### src/rd_guard_defines.svh
/*
 * Widths, depths and the prescale divisor of the AXI read guard.
 * Included by every RTL file that sizes a port or a register.
 */
`ifndef RD_GUARD_DEFINES_SVH
`define RD_GUARD_DEFINES_SVH

// Bus fields
`define RG_ID_W 4
`define RG_ADDR_W 32
// Burst length field, beats are length plus one
`define RG_LEN_W 8

// Tracked reads and their slot index
`define RG_MAX_TXNS 4
`define RG_SLOT_W 2

// Long-phase counters and scaled budgets
`define RG_CNT_W 14
// Handshake counters and unit budgets
`define RG_HS_CNT_W 8

// Clock cycles per timer tick
`define RG_PRESCALE_DIV 4

`endif
### src/rd_guard_pkg.sv
/*
 * Types shared by the read guard units: slot phase, tracked-read entry
 * and the fault cause record.
 */
`include "rd_guard_defines.svh"

package rd_guard_pkg;

  // Phase of one tracked read
  typedef enum logic [1:0] {
    PH_IDLE,
    PH_ADDR,
    PH_DATA
  } rd_phase_e;

  // One tracked read, budgets already scaled at enqueue
  typedef struct packed {
    logic [`RG_ID_W-1:0]   id;
    logic [`RG_ADDR_W-1:0] addr;
    logic [`RG_LEN_W-1:0]  len;
    logic [`RG_CNT_W-1:0]  budget_first;
    logic [`RG_CNT_W-1:0]  budget_last;
  } rd_txn_t;

  // One bit per fault cause
  typedef struct packed {
    logic ar_rdy;
    logic ar_r;
    logic r_rdy;
    logic r_last;
    logic unwanted;
  } fault_cause_t;

  // Causes that request a subordinate reset and flush the tracked reads
  function automatic logic is_severe(fault_cause_t c);
    return c.ar_rdy | c.ar_r | c.r_last | c.unwanted;
  endfunction

endpackage

### src/rd_guard_top.sv
/*
 * Passive read-channel guard. Observes AR and R handshakes, times each
 * tracked read and reports faults, reset requests and latencies.
 */
`timescale 1ns/1ps
`include "rd_guard_defines.svh"

module rd_guard_top (
  input  logic                        clk_i,
  input  logic                        rst_ni,
  input  logic                        rd_en_i,
  input  logic                        ar_valid_i,
  input  logic                        ar_ready_i,
  input  logic [`RG_ID_W-1:0]         ar_id_i,
  input  logic [`RG_ADDR_W-1:0]       ar_addr_i,
  input  logic [`RG_LEN_W-1:0]        ar_len_i,
  input  logic                        r_valid_i,
  input  logic                        r_ready_i,
  input  logic                        r_last_i,
  input  logic [`RG_ID_W-1:0]         r_id_i,
  input  logic [`RG_HS_CNT_W-1:0]     budget_ar_i,
  input  logic [`RG_HS_CNT_W-1:0]     budget_unit_r_i,
  input  logic [`RG_HS_CNT_W-1:0]     budget_r_rdy_i,
  input  logic                        reset_clear_i,
  output logic                        irq_o,
  output logic                        reset_req_o,
  output rd_guard_pkg::fault_cause_t  fault_cause_o,
  output logic [`RG_ID_W-1:0]         fault_id_o,
  output logic [`RG_ADDR_W-1:0]       fault_addr_o,
  output logic [`RG_HS_CNT_W-1:0]     lat_ar_rdy_o,
  output logic [`RG_CNT_W-1:0]        lat_ar_r_o,
  output logic [`RG_HS_CNT_W-1:0]     lat_r_rdy_o,
  output logic [`RG_CNT_W-1:0]        lat_r_last_o
);

  rd_guard_pkg::rd_txn_t [`RG_MAX_TXNS-1:0] slots;
  rd_guard_pkg::fault_cause_t               cause;

  logic                     push;
  logic                     tick, arv_s, arr_s, rv_s, rr_s, rl_s;
  logic [`RG_MAX_TXNS-1:0]  slot_valid;
  logic [`RG_SLOT_W-1:0]    head_slot, alloc_slot;
  logic                     alloc, pop, flush, fault, done;
  logic [`RG_ID_W-1:0]      fault_id;
  logic [`RG_ADDR_W-1:0]    fault_addr;
  logic [`RG_HS_CNT_W-1:0]  lat_ar_rdy, lat_r_rdy;
  logic [`RG_CNT_W-1:0]     lat_ar_r, lat_r_last;

  // Track only reads the enable selects, at their AR handshake
  assign push = ar_valid_i && ar_ready_i && rd_en_i;

  rd_sample_unit i_sample (
    .clk_i, .rst_ni, .ar_valid_i, .ar_ready_i, .r_valid_i, .r_ready_i, .r_last_i,
    .tick_o (tick), .arv_o (arv_s), .arr_o (arr_s),
    .rv_o   (rv_s), .rr_o  (rr_s),  .rl_o  (rl_s)
  );

  rd_txn_queue i_queue (
    .clk_i, .rst_ni, .push_i (push), .ar_id_i, .ar_addr_i, .ar_len_i, .budget_unit_r_i,
    .pop_i (pop), .flush_i (flush), .slot_valid_o (slot_valid), .slots_o (slots),
    .head_o (head_slot), .alloc_o (alloc), .alloc_slot_o (alloc_slot)
  );

  rd_phase_timer i_timer (
    .clk_i, .rst_ni, .tick_i (tick), .arv_i (arv_s), .arr_i (arr_s),
    .rv_i (rv_s), .rr_i (rr_s), .rl_i (rl_s), .r_id_i,
    .slot_valid_i (slot_valid), .slots_i (slots), .head_i (head_slot),
    .alloc_i (alloc), .alloc_slot_i (alloc_slot), .budget_ar_i, .budget_r_rdy_i,
    .pop_o (pop), .flush_o (flush), .fault_o (fault), .fault_cause_o (cause),
    .fault_id_o (fault_id), .fault_addr_o (fault_addr), .done_o (done),
    .lat_ar_rdy_o (lat_ar_rdy), .lat_ar_r_o (lat_ar_r),
    .lat_r_rdy_o (lat_r_rdy), .lat_r_last_o (lat_r_last)
  );

  rd_fault_log i_log (
    .clk_i, .rst_ni, .fault_i (fault), .fault_cause_i (cause),
    .fault_id_i (fault_id), .fault_addr_i (fault_addr), .done_i (done),
    .lat_ar_rdy_i (lat_ar_rdy), .lat_ar_r_i (lat_ar_r),
    .lat_r_rdy_i (lat_r_rdy), .lat_r_last_i (lat_r_last), .reset_clear_i,
    .irq_o, .reset_req_o, .fault_cause_o, .fault_id_o, .fault_addr_o,
    .lat_ar_rdy_o, .lat_ar_r_o, .lat_r_rdy_o, .lat_r_last_o
  );

endmodule

### src/rd_fault_log.sv
/*
 * Fault and latency record of the read guard. Pulses the interrupt,
 * holds the reset request until cleared and keeps the last clean latencies.
 */
`timescale 1ns/1ps
`include "rd_guard_defines.svh"

module rd_fault_log (
  input  logic                        clk_i,
  input  logic                        rst_ni,
  input  logic                        fault_i,
  input  rd_guard_pkg::fault_cause_t  fault_cause_i,
  input  logic [`RG_ID_W-1:0]         fault_id_i,
  input  logic [`RG_ADDR_W-1:0]       fault_addr_i,
  input  logic                        done_i,
  input  logic [`RG_HS_CNT_W-1:0]     lat_ar_rdy_i,
  input  logic [`RG_CNT_W-1:0]        lat_ar_r_i,
  input  logic [`RG_HS_CNT_W-1:0]     lat_r_rdy_i,
  input  logic [`RG_CNT_W-1:0]        lat_r_last_i,
  input  logic                        reset_clear_i,
  output logic                        irq_o,
  output logic                        reset_req_o,
  output rd_guard_pkg::fault_cause_t  fault_cause_o,
  output logic [`RG_ID_W-1:0]         fault_id_o,
  output logic [`RG_ADDR_W-1:0]       fault_addr_o,
  output logic [`RG_HS_CNT_W-1:0]     lat_ar_rdy_o,
  output logic [`RG_CNT_W-1:0]        lat_ar_r_o,
  output logic [`RG_HS_CNT_W-1:0]     lat_r_rdy_o,
  output logic [`RG_CNT_W-1:0]        lat_r_last_o
);

  logic severe;
  logic rec_held_q;

  assign severe = fault_i && rd_guard_pkg::is_severe(fault_cause_i);

  always_ff @(posedge clk_i or negedge rst_ni) begin
    if (!rst_ni) begin
      irq_o         <= 1'b0;
      reset_req_o   <= 1'b0;
      fault_cause_o <= '0;
      rec_held_q    <= 1'b0;
      fault_id_o    <= '0;
      fault_addr_o  <= '0;
      lat_ar_rdy_o  <= '0;
      lat_ar_r_o    <= '0;
      lat_r_rdy_o   <= '0;
      lat_r_last_o  <= '0;
    end else begin
      irq_o <= fault_i;

      // A severe fault in the clear cycle keeps the request up
      if (severe) begin
        reset_req_o <= 1'b1;
      end else if (reset_clear_i) begin
        reset_req_o <= 1'b0;
      end

      // Cause bits are zero without a fault
      if (reset_clear_i) begin
        fault_cause_o <= fault_cause_i;
      end else begin
        fault_cause_o <= fault_cause_o | fault_cause_i;
      end

      // First fault after a clear owns the ID and address
      if (fault_i && (!rec_held_q || reset_clear_i)) begin
        rec_held_q   <= 1'b1;
        fault_id_o   <= fault_id_i;
        fault_addr_o <= fault_addr_i;
      end else if (reset_clear_i) begin
        rec_held_q <= 1'b0;
      end

      if (done_i) begin
        lat_ar_rdy_o <= lat_ar_rdy_i;
        lat_ar_r_o   <= lat_ar_r_i;
        lat_r_rdy_o  <= lat_r_rdy_i;
        lat_r_last_o <= lat_r_last_i;
      end
    end
  end

  // Software must clear the request, it never drops on its own
  reset_req_hold_a : assert property (
    @(posedge clk_i) disable iff (!rst_ni) $fell(reset_req_o) |-> $past(reset_clear_i)
  );

endmodule

### src/rd_phase_timer.sv
/*
 * Per-slot phase tracking and tick counters. Compares each phase against
 * its budget, reports faults and clean completions, and pops or flushes.
 */
`timescale 1ns/1ps
`include "rd_guard_defines.svh"

module rd_phase_timer (
  input  logic                                      clk_i,
  input  logic                                      rst_ni,
  input  logic                                      tick_i,
  input  logic                                      arv_i,
  input  logic                                      arr_i,
  input  logic                                      rv_i,
  input  logic                                      rr_i,
  input  logic                                      rl_i,
  input  logic [`RG_ID_W-1:0]                       r_id_i,
  input  logic [`RG_MAX_TXNS-1:0]                   slot_valid_i,
  input  rd_guard_pkg::rd_txn_t [`RG_MAX_TXNS-1:0]  slots_i,
  input  logic [`RG_SLOT_W-1:0]                     head_i,
  input  logic                                      alloc_i,
  input  logic [`RG_SLOT_W-1:0]                     alloc_slot_i,
  input  logic [`RG_HS_CNT_W-1:0]                   budget_ar_i,
  input  logic [`RG_HS_CNT_W-1:0]                   budget_r_rdy_i,
  output logic                                      pop_o,
  output logic                                      flush_o,
  output logic                                      fault_o,
  output rd_guard_pkg::fault_cause_t                fault_cause_o,
  output logic [`RG_ID_W-1:0]                       fault_id_o,
  output logic [`RG_ADDR_W-1:0]                     fault_addr_o,
  output logic                                      done_o,
  output logic [`RG_HS_CNT_W-1:0]                   lat_ar_rdy_o,
  output logic [`RG_CNT_W-1:0]                      lat_ar_r_o,
  output logic [`RG_HS_CNT_W-1:0]                   lat_r_rdy_o,
  output logic [`RG_CNT_W-1:0]                      lat_r_last_o
);

  localparam int Depth = `RG_MAX_TXNS;
  localparam int SlotW = `RG_SLOT_W;
  localparam int HsW   = `RG_HS_CNT_W;
  localparam int CntW  = `RG_CNT_W;

  rd_guard_pkg::rd_phase_e phase_q [Depth];

  logic            tmo_q        [Depth];
  logic [HsW-1:0]  cnt_ar_rdy_q [Depth];
  logic [CntW-1:0] cnt_ar_r_q   [Depth];
  logic [HsW-1:0]  cnt_r_rdy_q  [Depth];
  logic [CntW-1:0] cnt_r_last_q [Depth];
  logic [HsW-1:0]  ar_wait_q;

  logic [Depth-1:0] armed;
  logic [Depth-1:0] f_ar_rdy;
  logic [Depth-1:0] f_ar_r;
  logic [Depth-1:0] f_r_rdy;
  logic [Depth-1:0] f_r_last;
  logic [Depth-1:0] slot_fault;
  logic             last_beat;
  logic             head_match;
  logic             complete;

  // Responses come back in issue order, so a last beat belongs to the head
  assign last_beat  = tick_i && rv_i && rr_i && rl_i;
  assign head_match = slot_valid_i[head_i] && (slots_i[head_i].id == r_id_i);
  assign complete   = last_beat && head_match;

  always_comb begin
    for (int i = 0; i < Depth; i++) begin
      armed[i]    = tick_i && slot_valid_i[i] && !tmo_q[i];
      f_ar_rdy[i] = armed[i] && (phase_q[i] == rd_guard_pkg::PH_ADDR) &&
                    (cnt_ar_rdy_q[i] > budget_ar_i);
      f_ar_r[i]   = armed[i] && (phase_q[i] == rd_guard_pkg::PH_ADDR) &&
                    (cnt_ar_r_q[i] > slots_i[i].budget_first);
      f_r_rdy[i]  = armed[i] && (cnt_r_rdy_q[i] > budget_r_rdy_i);
      f_r_last[i] = armed[i] && (phase_q[i] == rd_guard_pkg::PH_DATA) &&
                    (cnt_r_last_q[i] > slots_i[i].budget_last);
    end
  end

  assign slot_fault = f_ar_rdy | f_ar_r | f_r_rdy | f_r_last;

  always_comb begin
    fault_cause_o.ar_rdy   = |f_ar_rdy;
    fault_cause_o.ar_r     = |f_ar_r;
    fault_cause_o.r_rdy    = |f_r_rdy;
    fault_cause_o.r_last   = |f_r_last;
    fault_cause_o.unwanted = last_beat && !head_match;
  end

  // Record source is the lowest faulting slot, else the stray response
  always_comb begin
    fault_id_o   = r_id_i;
    fault_addr_o = slot_valid_i[head_i] ? slots_i[head_i].addr : '0;
    for (int i = Depth - 1; i >= 0; i--) begin
      if (slot_fault[i]) begin
        fault_id_o   = slots_i[i].id;
        fault_addr_o = slots_i[i].addr;
      end
    end
  end

  assign fault_o = |fault_cause_o;
  assign flush_o = fault_o && rd_guard_pkg::is_severe(fault_cause_o);
  assign pop_o   = complete && !flush_o;
  assign done_o  = pop_o && !tmo_q[head_i] && !slot_fault[head_i];

  assign lat_ar_rdy_o = cnt_ar_rdy_q[head_i];
  assign lat_ar_r_o   = cnt_ar_r_q[head_i];
  assign lat_r_rdy_o  = cnt_r_rdy_q[head_i];
  assign lat_r_last_o = cnt_r_last_q[head_i];

  // AR wait before the handshake, handed to the slot that the read gets
  always_ff @(posedge clk_i or negedge rst_ni) begin
    if (!rst_ni) begin
      ar_wait_q <= '0;
    end else if (tick_i) begin
      if (arr_i) begin
        ar_wait_q <= '0;
      end else if (arv_i) begin
        ar_wait_q <= ar_wait_q + 1'b1;
      end
    end
  end

  for (genvar i = 0; i < Depth; i++) begin : gen_slot
    logic is_head;
    assign is_head = (head_i == SlotW'(i));

    always_ff @(posedge clk_i or negedge rst_ni) begin
      if (!rst_ni) begin
        phase_q[i]      <= rd_guard_pkg::PH_IDLE;
        tmo_q[i]        <= 1'b0;
        cnt_ar_rdy_q[i] <= '0;
        cnt_ar_r_q[i]   <= '0;
        cnt_r_rdy_q[i]  <= '0;
        cnt_r_last_q[i] <= '0;
      end else if (flush_o || (pop_o && is_head)) begin
        phase_q[i] <= rd_guard_pkg::PH_IDLE;
        tmo_q[i]   <= 1'b0;
      end else if (alloc_i && (alloc_slot_i == SlotW'(i))) begin
        phase_q[i]      <= rd_guard_pkg::PH_ADDR;
        tmo_q[i]        <= 1'b0;
        cnt_ar_rdy_q[i] <= ar_wait_q;
        cnt_ar_r_q[i]   <= '0;
        cnt_r_rdy_q[i]  <= '0;
        cnt_r_last_q[i] <= '0;
      end else if (tick_i && slot_valid_i[i]) begin
        // A timed-out read stays until its last beat but reports once
        tmo_q[i] <= tmo_q[i] | slot_fault[i];
        if (phase_q[i] == rd_guard_pkg::PH_ADDR) begin
          cnt_ar_r_q[i] <= cnt_ar_r_q[i] + 1'b1;
          if (is_head && rv_i && rr_i) begin
            phase_q[i] <= rd_guard_pkg::PH_DATA;
          end
        end else begin
          cnt_r_last_q[i] <= cnt_r_last_q[i] + 1'b1;
        end
        // Only the head can have beats waiting for R ready
        if (is_head && rv_i && !rr_i) begin
          cnt_r_rdy_q[i] <= cnt_r_rdy_q[i] + 1'b1;
        end
      end
    end
  end

endmodule

### src/rd_txn_queue.sv
/*
 * In-order queue of tracked reads. On enqueue it sums the beats still
 * outstanding and stores the read with both long-phase budgets scaled.
 */
`timescale 1ns/1ps
`include "rd_guard_defines.svh"

module rd_txn_queue (
  input  logic                                      clk_i,
  input  logic                                      rst_ni,
  input  logic                                      push_i,
  input  logic [`RG_ID_W-1:0]                       ar_id_i,
  input  logic [`RG_ADDR_W-1:0]                     ar_addr_i,
  input  logic [`RG_LEN_W-1:0]                      ar_len_i,
  input  logic [`RG_HS_CNT_W-1:0]                   budget_unit_r_i,
  input  logic                                      pop_i,
  input  logic                                      flush_i,
  output logic [`RG_MAX_TXNS-1:0]                   slot_valid_o,
  output rd_guard_pkg::rd_txn_t [`RG_MAX_TXNS-1:0]  slots_o,
  output logic [`RG_SLOT_W-1:0]                     head_o,
  output logic                                      alloc_o,
  output logic [`RG_SLOT_W-1:0]                     alloc_slot_o
);

  localparam int Depth = `RG_MAX_TXNS;
  localparam int SlotW = `RG_SLOT_W;
  localparam int CntW  = `RG_CNT_W;
  localparam int ProdW = `RG_CNT_W + `RG_HS_CNT_W;

  rd_guard_pkg::rd_txn_t [Depth-1:0] slots_q;

  logic [SlotW-1:0] wr_ptr_q;
  logic [SlotW-1:0] rd_ptr_q;
  logic [SlotW:0]   count_q;
  logic             full;
  logic             accept;
  logic [CntW-1:0]  beat_sum;
  logic [ProdW-1:0] budget_full;
  logic [CntW-1:0]  budget_scaled;

  assign full   = (count_q == (SlotW + 1)'(Depth));
  // A full queue drops the read, the bus itself is never stalled
  assign accept = push_i && !full && !flush_i;

  // A slot is live when it lies within count entries of the read pointer
  for (genvar i = 0; i < Depth; i++) begin : gen_valid
    logic [SlotW-1:0] offs;
    assign offs            = SlotW'(i) - rd_ptr_q;
    assign slot_valid_o[i] = ({1'b0, offs} < count_q);
  end

  // Beats of every tracked read plus the new one
  always_comb begin
    beat_sum = CntW'(ar_len_i) + 1'b1;
    for (int i = 0; i < Depth; i++) begin
      if (slot_valid_o[i]) begin
        beat_sum = beat_sum + CntW'(slots_q[i].len) + 1'b1;
      end
    end
  end

  assign budget_full   = ProdW'(budget_unit_r_i) * ProdW'(beat_sum);
  // Saturate instead of wrapping to a tiny budget
  assign budget_scaled = (|budget_full[ProdW-1:CntW]) ? '1 : budget_full[CntW-1:0];

  always_ff @(posedge clk_i or negedge rst_ni) begin
    if (!rst_ni) begin
      wr_ptr_q <= '0;
      rd_ptr_q <= '0;
      count_q  <= '0;
    end else if (flush_i) begin
      wr_ptr_q <= '0;
      rd_ptr_q <= '0;
      count_q  <= '0;
    end else begin
      if (accept) begin
        wr_ptr_q <= wr_ptr_q + 1'b1;
      end
      if (pop_i) begin
        rd_ptr_q <= rd_ptr_q + 1'b1;
      end
      count_q <= count_q + (SlotW + 1)'(accept) - (SlotW + 1)'(pop_i);
    end
  end

  always_ff @(posedge clk_i) begin
    if (accept) begin
      slots_q[wr_ptr_q].id           <= ar_id_i;
      slots_q[wr_ptr_q].addr         <= ar_addr_i;
      slots_q[wr_ptr_q].len          <= ar_len_i;
      slots_q[wr_ptr_q].budget_first <= budget_scaled;
      slots_q[wr_ptr_q].budget_last  <= budget_scaled;
    end
  end

  assign slots_o      = slots_q;
  assign head_o       = rd_ptr_q;
  assign alloc_o      = accept;
  assign alloc_slot_o = wr_ptr_q;

  // The timer only completes a read it is tracking
  pop_not_empty_a : assert property (
    @(posedge clk_i) disable iff (!rst_ni) pop_i |-> (count_q != '0)
  );

  // A severe fault suppresses the completion of that tick
  flush_pop_excl_a : assert property (
    @(posedge clk_i) disable iff (!rst_ni) !(flush_i && pop_i)
  );

endmodule

### src/rd_sample_unit.sv
/*
 * Prescaler and handshake sampler. Any handshake bit seen during a tick
 * window is held until the window closes, so the timers see it at the tick.
 */
`timescale 1ns/1ps
`include "rd_guard_defines.svh"

module rd_sample_unit (
  input  logic clk_i,
  input  logic rst_ni,
  input  logic ar_valid_i,
  input  logic ar_ready_i,
  input  logic r_valid_i,
  input  logic r_ready_i,
  input  logic r_last_i,
  output logic tick_o,
  output logic arv_o,
  output logic arr_o,
  output logic rv_o,
  output logic rr_o,
  output logic rl_o
);

  localparam int Div  = `RG_PRESCALE_DIV;
  localparam int DivW = (Div > 1) ? $clog2(Div) : 1;

  logic [DivW-1:0] div_q;
  logic [4:0]      raw;
  logic [4:0]      sticky_q;

  assign raw    = {ar_valid_i, ar_ready_i, r_valid_i, r_ready_i, r_last_i};
  assign tick_o = (div_q == DivW'(Div - 1));

  always_ff @(posedge clk_i or negedge rst_ni) begin
    if (!rst_ni) begin
      div_q    <= '0;
      sticky_q <= '0;
    end else begin
      div_q <= tick_o ? '0 : div_q + 1'b1;
      // A new window starts with what is on the bus in the tick cycle
      sticky_q <= tick_o ? raw : (sticky_q | raw);
    end
  end

  assign {arv_o, arr_o, rv_o, rr_o, rl_o} = sticky_q;

  // The timers count one step per tick, so a wide tick would double count
  tick_single_cycle_a : assert property (
    @(posedge clk_i) disable iff (!rst_ni) tick_o |=> !tick_o
  );

endmodule

### config.mk
export PLATFORM = sky130hd
export DESIGN_NAME = rd_guard_top
export DESIGN_NICKNAME = d
export VERILOG_FILES = /design/src/rd_guard_pkg.sv /design/src/rd_guard_top.sv /design/src/rd_fault_log.sv /design/src/rd_phase_timer.sv /design/src/rd_txn_queue.sv /design/src/rd_sample_unit.sv
export VERILOG_INCLUDE_DIRS = /design/src /design/src/src
export SDC_FILE = /design/constraint.sdc
export NUM_CORES = 2
export LEC_CHECK = 0
export ABC_CLOCK_PERIOD_IN_PS = 15700
export BUFFER_PORTS_ARGS = -buffer_cell sky130_fd_sc_hd__buf_2
export CAP_MARGIN = 20
export CORE_MARGIN = 2
export CORE_UTILIZATION = 65
export CTS_BUF_LIST = sky130_fd_sc_hd__clkbuf_8
export CTS_CLUSTER_SIZE = 12
export DETAILED_ROUTE_END_ITERATION = 7
export PLACE_DENSITY = 0.91
export SYNTH_ARGS = -nofsm -noshare
export SYNTH_HDL_FRONTEND = slang
export SYNTH_SLANG_ARGS = --single-unit
### constraint.sdc
create_clock -name clk_i -period 15.7 [get_ports clk_i]
set_input_delay 0.785 -clock clk_i [delete_from_list [all_inputs] [get_ports clk_i]]
set_output_delay 0.785 -clock clk_i [all_outputs]
set_load 0.005 [all_outputs]
==> results.yml <==
outcome:
  outcome: "completed"
critical_path:
  cp.required_ns: 16.14
  cp-start-kind: "flip-flop"
  reg2reg_depth: 40
  path_common_cell: "ha_1"
  rrSetupSlack_ns: 2.98
  reg2reg_from: "i_queue.head_o[0]$_DFFE_PN0P_"
  crit_arrival_ns: 13.16
  slowest_delay_ns: 0.82
  critPathKind: "reg2reg"
  cp_max_fo: 65
  endpoint_kind: "flip-flop"
  slowest_stage: "dfrtp_4"
  r2r_end: "i_queue.slots_o[235]$_DFFE_PP_"
floorplanning:
  start_util: 0.656
  die_y_um: 242
  die_x_um: 242
  core_mm2: 0.0562
  fp-row-count: 87
  die_area_mm2: 0.0586
  io_pins: 168
cts:
  cts_resized: 0
  numCtsBuffers: 95
  post_cts_buffers: 0
  path_clk_slew_ns: 0.06
  cts.sinks: 586
  cts_max_path_buffers: 3
  cts_hold_buf: 0
  clock_latency_ns: 0.73
  cts_tree: "yes"
  cts_root_buffer: "clkbuf_8"
  cts_max_level: 3
timing:
  setup_viol: 0
  report.final.slew_viol_count: 0
  finalHoldViolCount: 0
  slew_headroom: 0.227
  worstMarginPinSlew_ns: 1.16
  period_needed_ns: 12.72
  tns_ns: 0
  rsz0062_at_grt: "false"
  skew_ns: 0.0444
  max_clock_freq_mhz: 78.6
  post-route-period-util: 0.810
placement:
  dp_cells: 4200
  hpwl_mm: 70.6
  port_buffers: 167
  globalplace.congestion: 0.977
global_route:
  grt_pass1_vias: 30546
  grtUsageTotal: 0.364
  antenna_found_initial: 13
  grt.overflow.total: 0
  grt_pass1_wl_mm: 167
  grt_max_degree: 125
synth:
  synth-edff-count: 288
  async_reset_ff_frac: 0.509
  synth.avg_cell_area_um2: 10.9
  ys_top_cells_by_area: "edfxtp_1 23%, dfrtp_1 20%, ha_1 9.8%"
  syn_inst: 3391
  synth_top_cell_by_area: "edfxtp_1"
  synth_seq_area_share: 0.437
  synth_seq_cells: 586
  synth_area_mm2: 0.0368
  yosysWarningCount: 0
  synth_ff_type: "dfrtp_1"
  synth_top_area_frac: 0.235
  ys_types: 97
power_and_ir_drop:
  vdd_ir_drop_max_mv: 0.722
  p_leak_uw: 0.0179
  pwr_density_cell_mw_per_mm2: 195
  p_total_uw: 7850
cells_and_area:
  nFillCells: 3526
  syn_to_final_growth_pct: 9.49
  final_common_cell: "inv_1"
  layoutNonFillerInstCount: 4396
  drive_gt1_frac: 0.155
  seqCellArea_mm2: 0.0161
  final_nets: 3985
  multi_input_area_mm2: 0.0190
  layout_common_cells: "308 x inv_1, 296 x dfrtp_1, 289 x ha_1, 288 x nor2_1, 288 x edfxtp_1"
route:
  dr.pass1.iters: 6
  initialDrtViolationCount: 4081
  viasPerCell: 6.81
  drt_wl_total_mm: 108
  drc: 0
  vias: 29922
  routedWlPerCell_um: 24.5
  final_antenna_net_count: 0
min_path:
  hp-class: "in2async"
job:
  maxCapViolations: 0
==> how the worst max path moves through the flow <==
stage,from,to,slack (ns),cells past startpoint
global route,i_queue.head_o[0]$_DFFE_PN0P_,i_queue.slots_o[167]$_DFFE_PP_,2.17,40
CTS,i_queue.head_o[0]$_DFFE_PN0P_,i_queue.slots_o[239]$_DFFE_PP_,3.15,40
global placement,i_queue.head_o[0]$_DFFE_PN0P_,i_queue.slots_o[230]$_DFFE_PP_,3.83,43
detailed placement,i_queue.head_o[0]$_DFFE_PN0P_,i_queue.slots_o[236]$_DFFE_PP_,3.42,40
finish,i_queue.head_o[0]$_DFFE_PN0P_,i_queue.slots_o[235]$_DFFE_PP_,2.98,40
floorplan,i_queue.head_o[1]$_DFFE_PN0P_,i_queue.slots_o[156]$_DFFE_PP_,4.74,49
==> where the power goes <==
part	internal (uW)	total, uW	switching [uW]
Sequential	1720	1780	64.8
Combinational	1560	4630	3070
Clock	767	1430	666
==> flip-flops by register name, summed over array words and instances (netlist names), 5 cells and up <==
register / cells
i_log.fault_cause_o: 5
i_timer.phase_q: 8
i_sample.sticky_q: 5
i_log.lat_ar_r_o: 14
i_timer.cnt_r_last_q: 56
i_log.lat_r_last_o: 14
i_log.lat_r_rdy_o: 8
i_log.lat_ar_rdy_o: 8
i_timer.cnt_ar_rdy_q: 32
i_queue.slots_o: 288
i_timer.ar_wait_q: 8
i_log.fault_addr_o: 32
i_timer.cnt_ar_r_q: 56
i_timer.cnt_r_rdy_q: 32
==> cells in the mapped netlist (35+ instances only) <==
master and n:
ha_1 289, nor2_1 293, a21o_1 36, nor3_1 40
o31ai_1 35, mux2_2 77, fa_1 71, o21ai_0 170
xor2_1 52, o21a_1 78, nand2b_1 56, buf_2 38
a22o_1 42, dfrtp_1 298, nand3_1 128, inv_1 279
a21oi_1 135, nand4_1 52, mux4_2 80, edfxtp_1 288
clkbuf_1 83, nand2_1 190, and3_1 67, and2_1 68
==> per-layer routing <==
| metal | up-vias | global-route usage | routed length, um |
|---|---|---|---|
| li1 | 12735 | - | - |
| met1 | 14221 | 0.436 | 36800 |
| met2 | 2312 | 0.573 | 49400 |
| met3 | 652 | 0.0979 | 12800 |
| met4 | 2 | 0.261 | 8730 |
| met5 | - | 0 | 13 |
==> kinds of logic after synthesis <==
family          Yosys count  synth area share
other cells               2          0.000204
flops                   586             0.437
mux                     194            0.0832
xor+xnor                 85            0.0202
simple gates           1020             0.141
fa+ha+maj               360             0.137
buf+inv                 428            0.0487
compound gates          716             0.133
==> critical path, delay by kind of cell, from the launching register on <==
kind,cells,cell delay [ns]
mux,1,0.43
flops,1,0.82
fa+ha+maj,11,4.28
simple gates,10,2.72
buf+inv,4,0.61
compound gates,14,3.54
==> area by class of cell <==
cell class,instances,share of cell area
Multi-Input combinational cell,2384,0.471
Antenna cell,15,0.000931
Timing Repair Buffer,198,0.0278
Sequential cell,586,0.400
Inverter,279,0.0260
Clock buffer,107,0.0365
Clock inverter,71,0.0141
Tap cell,756,0.0235
==> stage by stage <==
step,util,hold WS [ns],cell area (um2),worst slack [ns]
2_1_floorplan,-,0.403,36800,4.74
3_3_place_gp,0.679,0.413,38200,3.83
3_5_place_dp,0.680,0.424,38200,3.42
4_1_cts,0.716,0.203,40200,3.15
5_1_grt,0.718,0.246,40300,2.17
6_report,0.718,0.182,40300,2.98
Note: power is estimated with default switching activity, not from simulation.
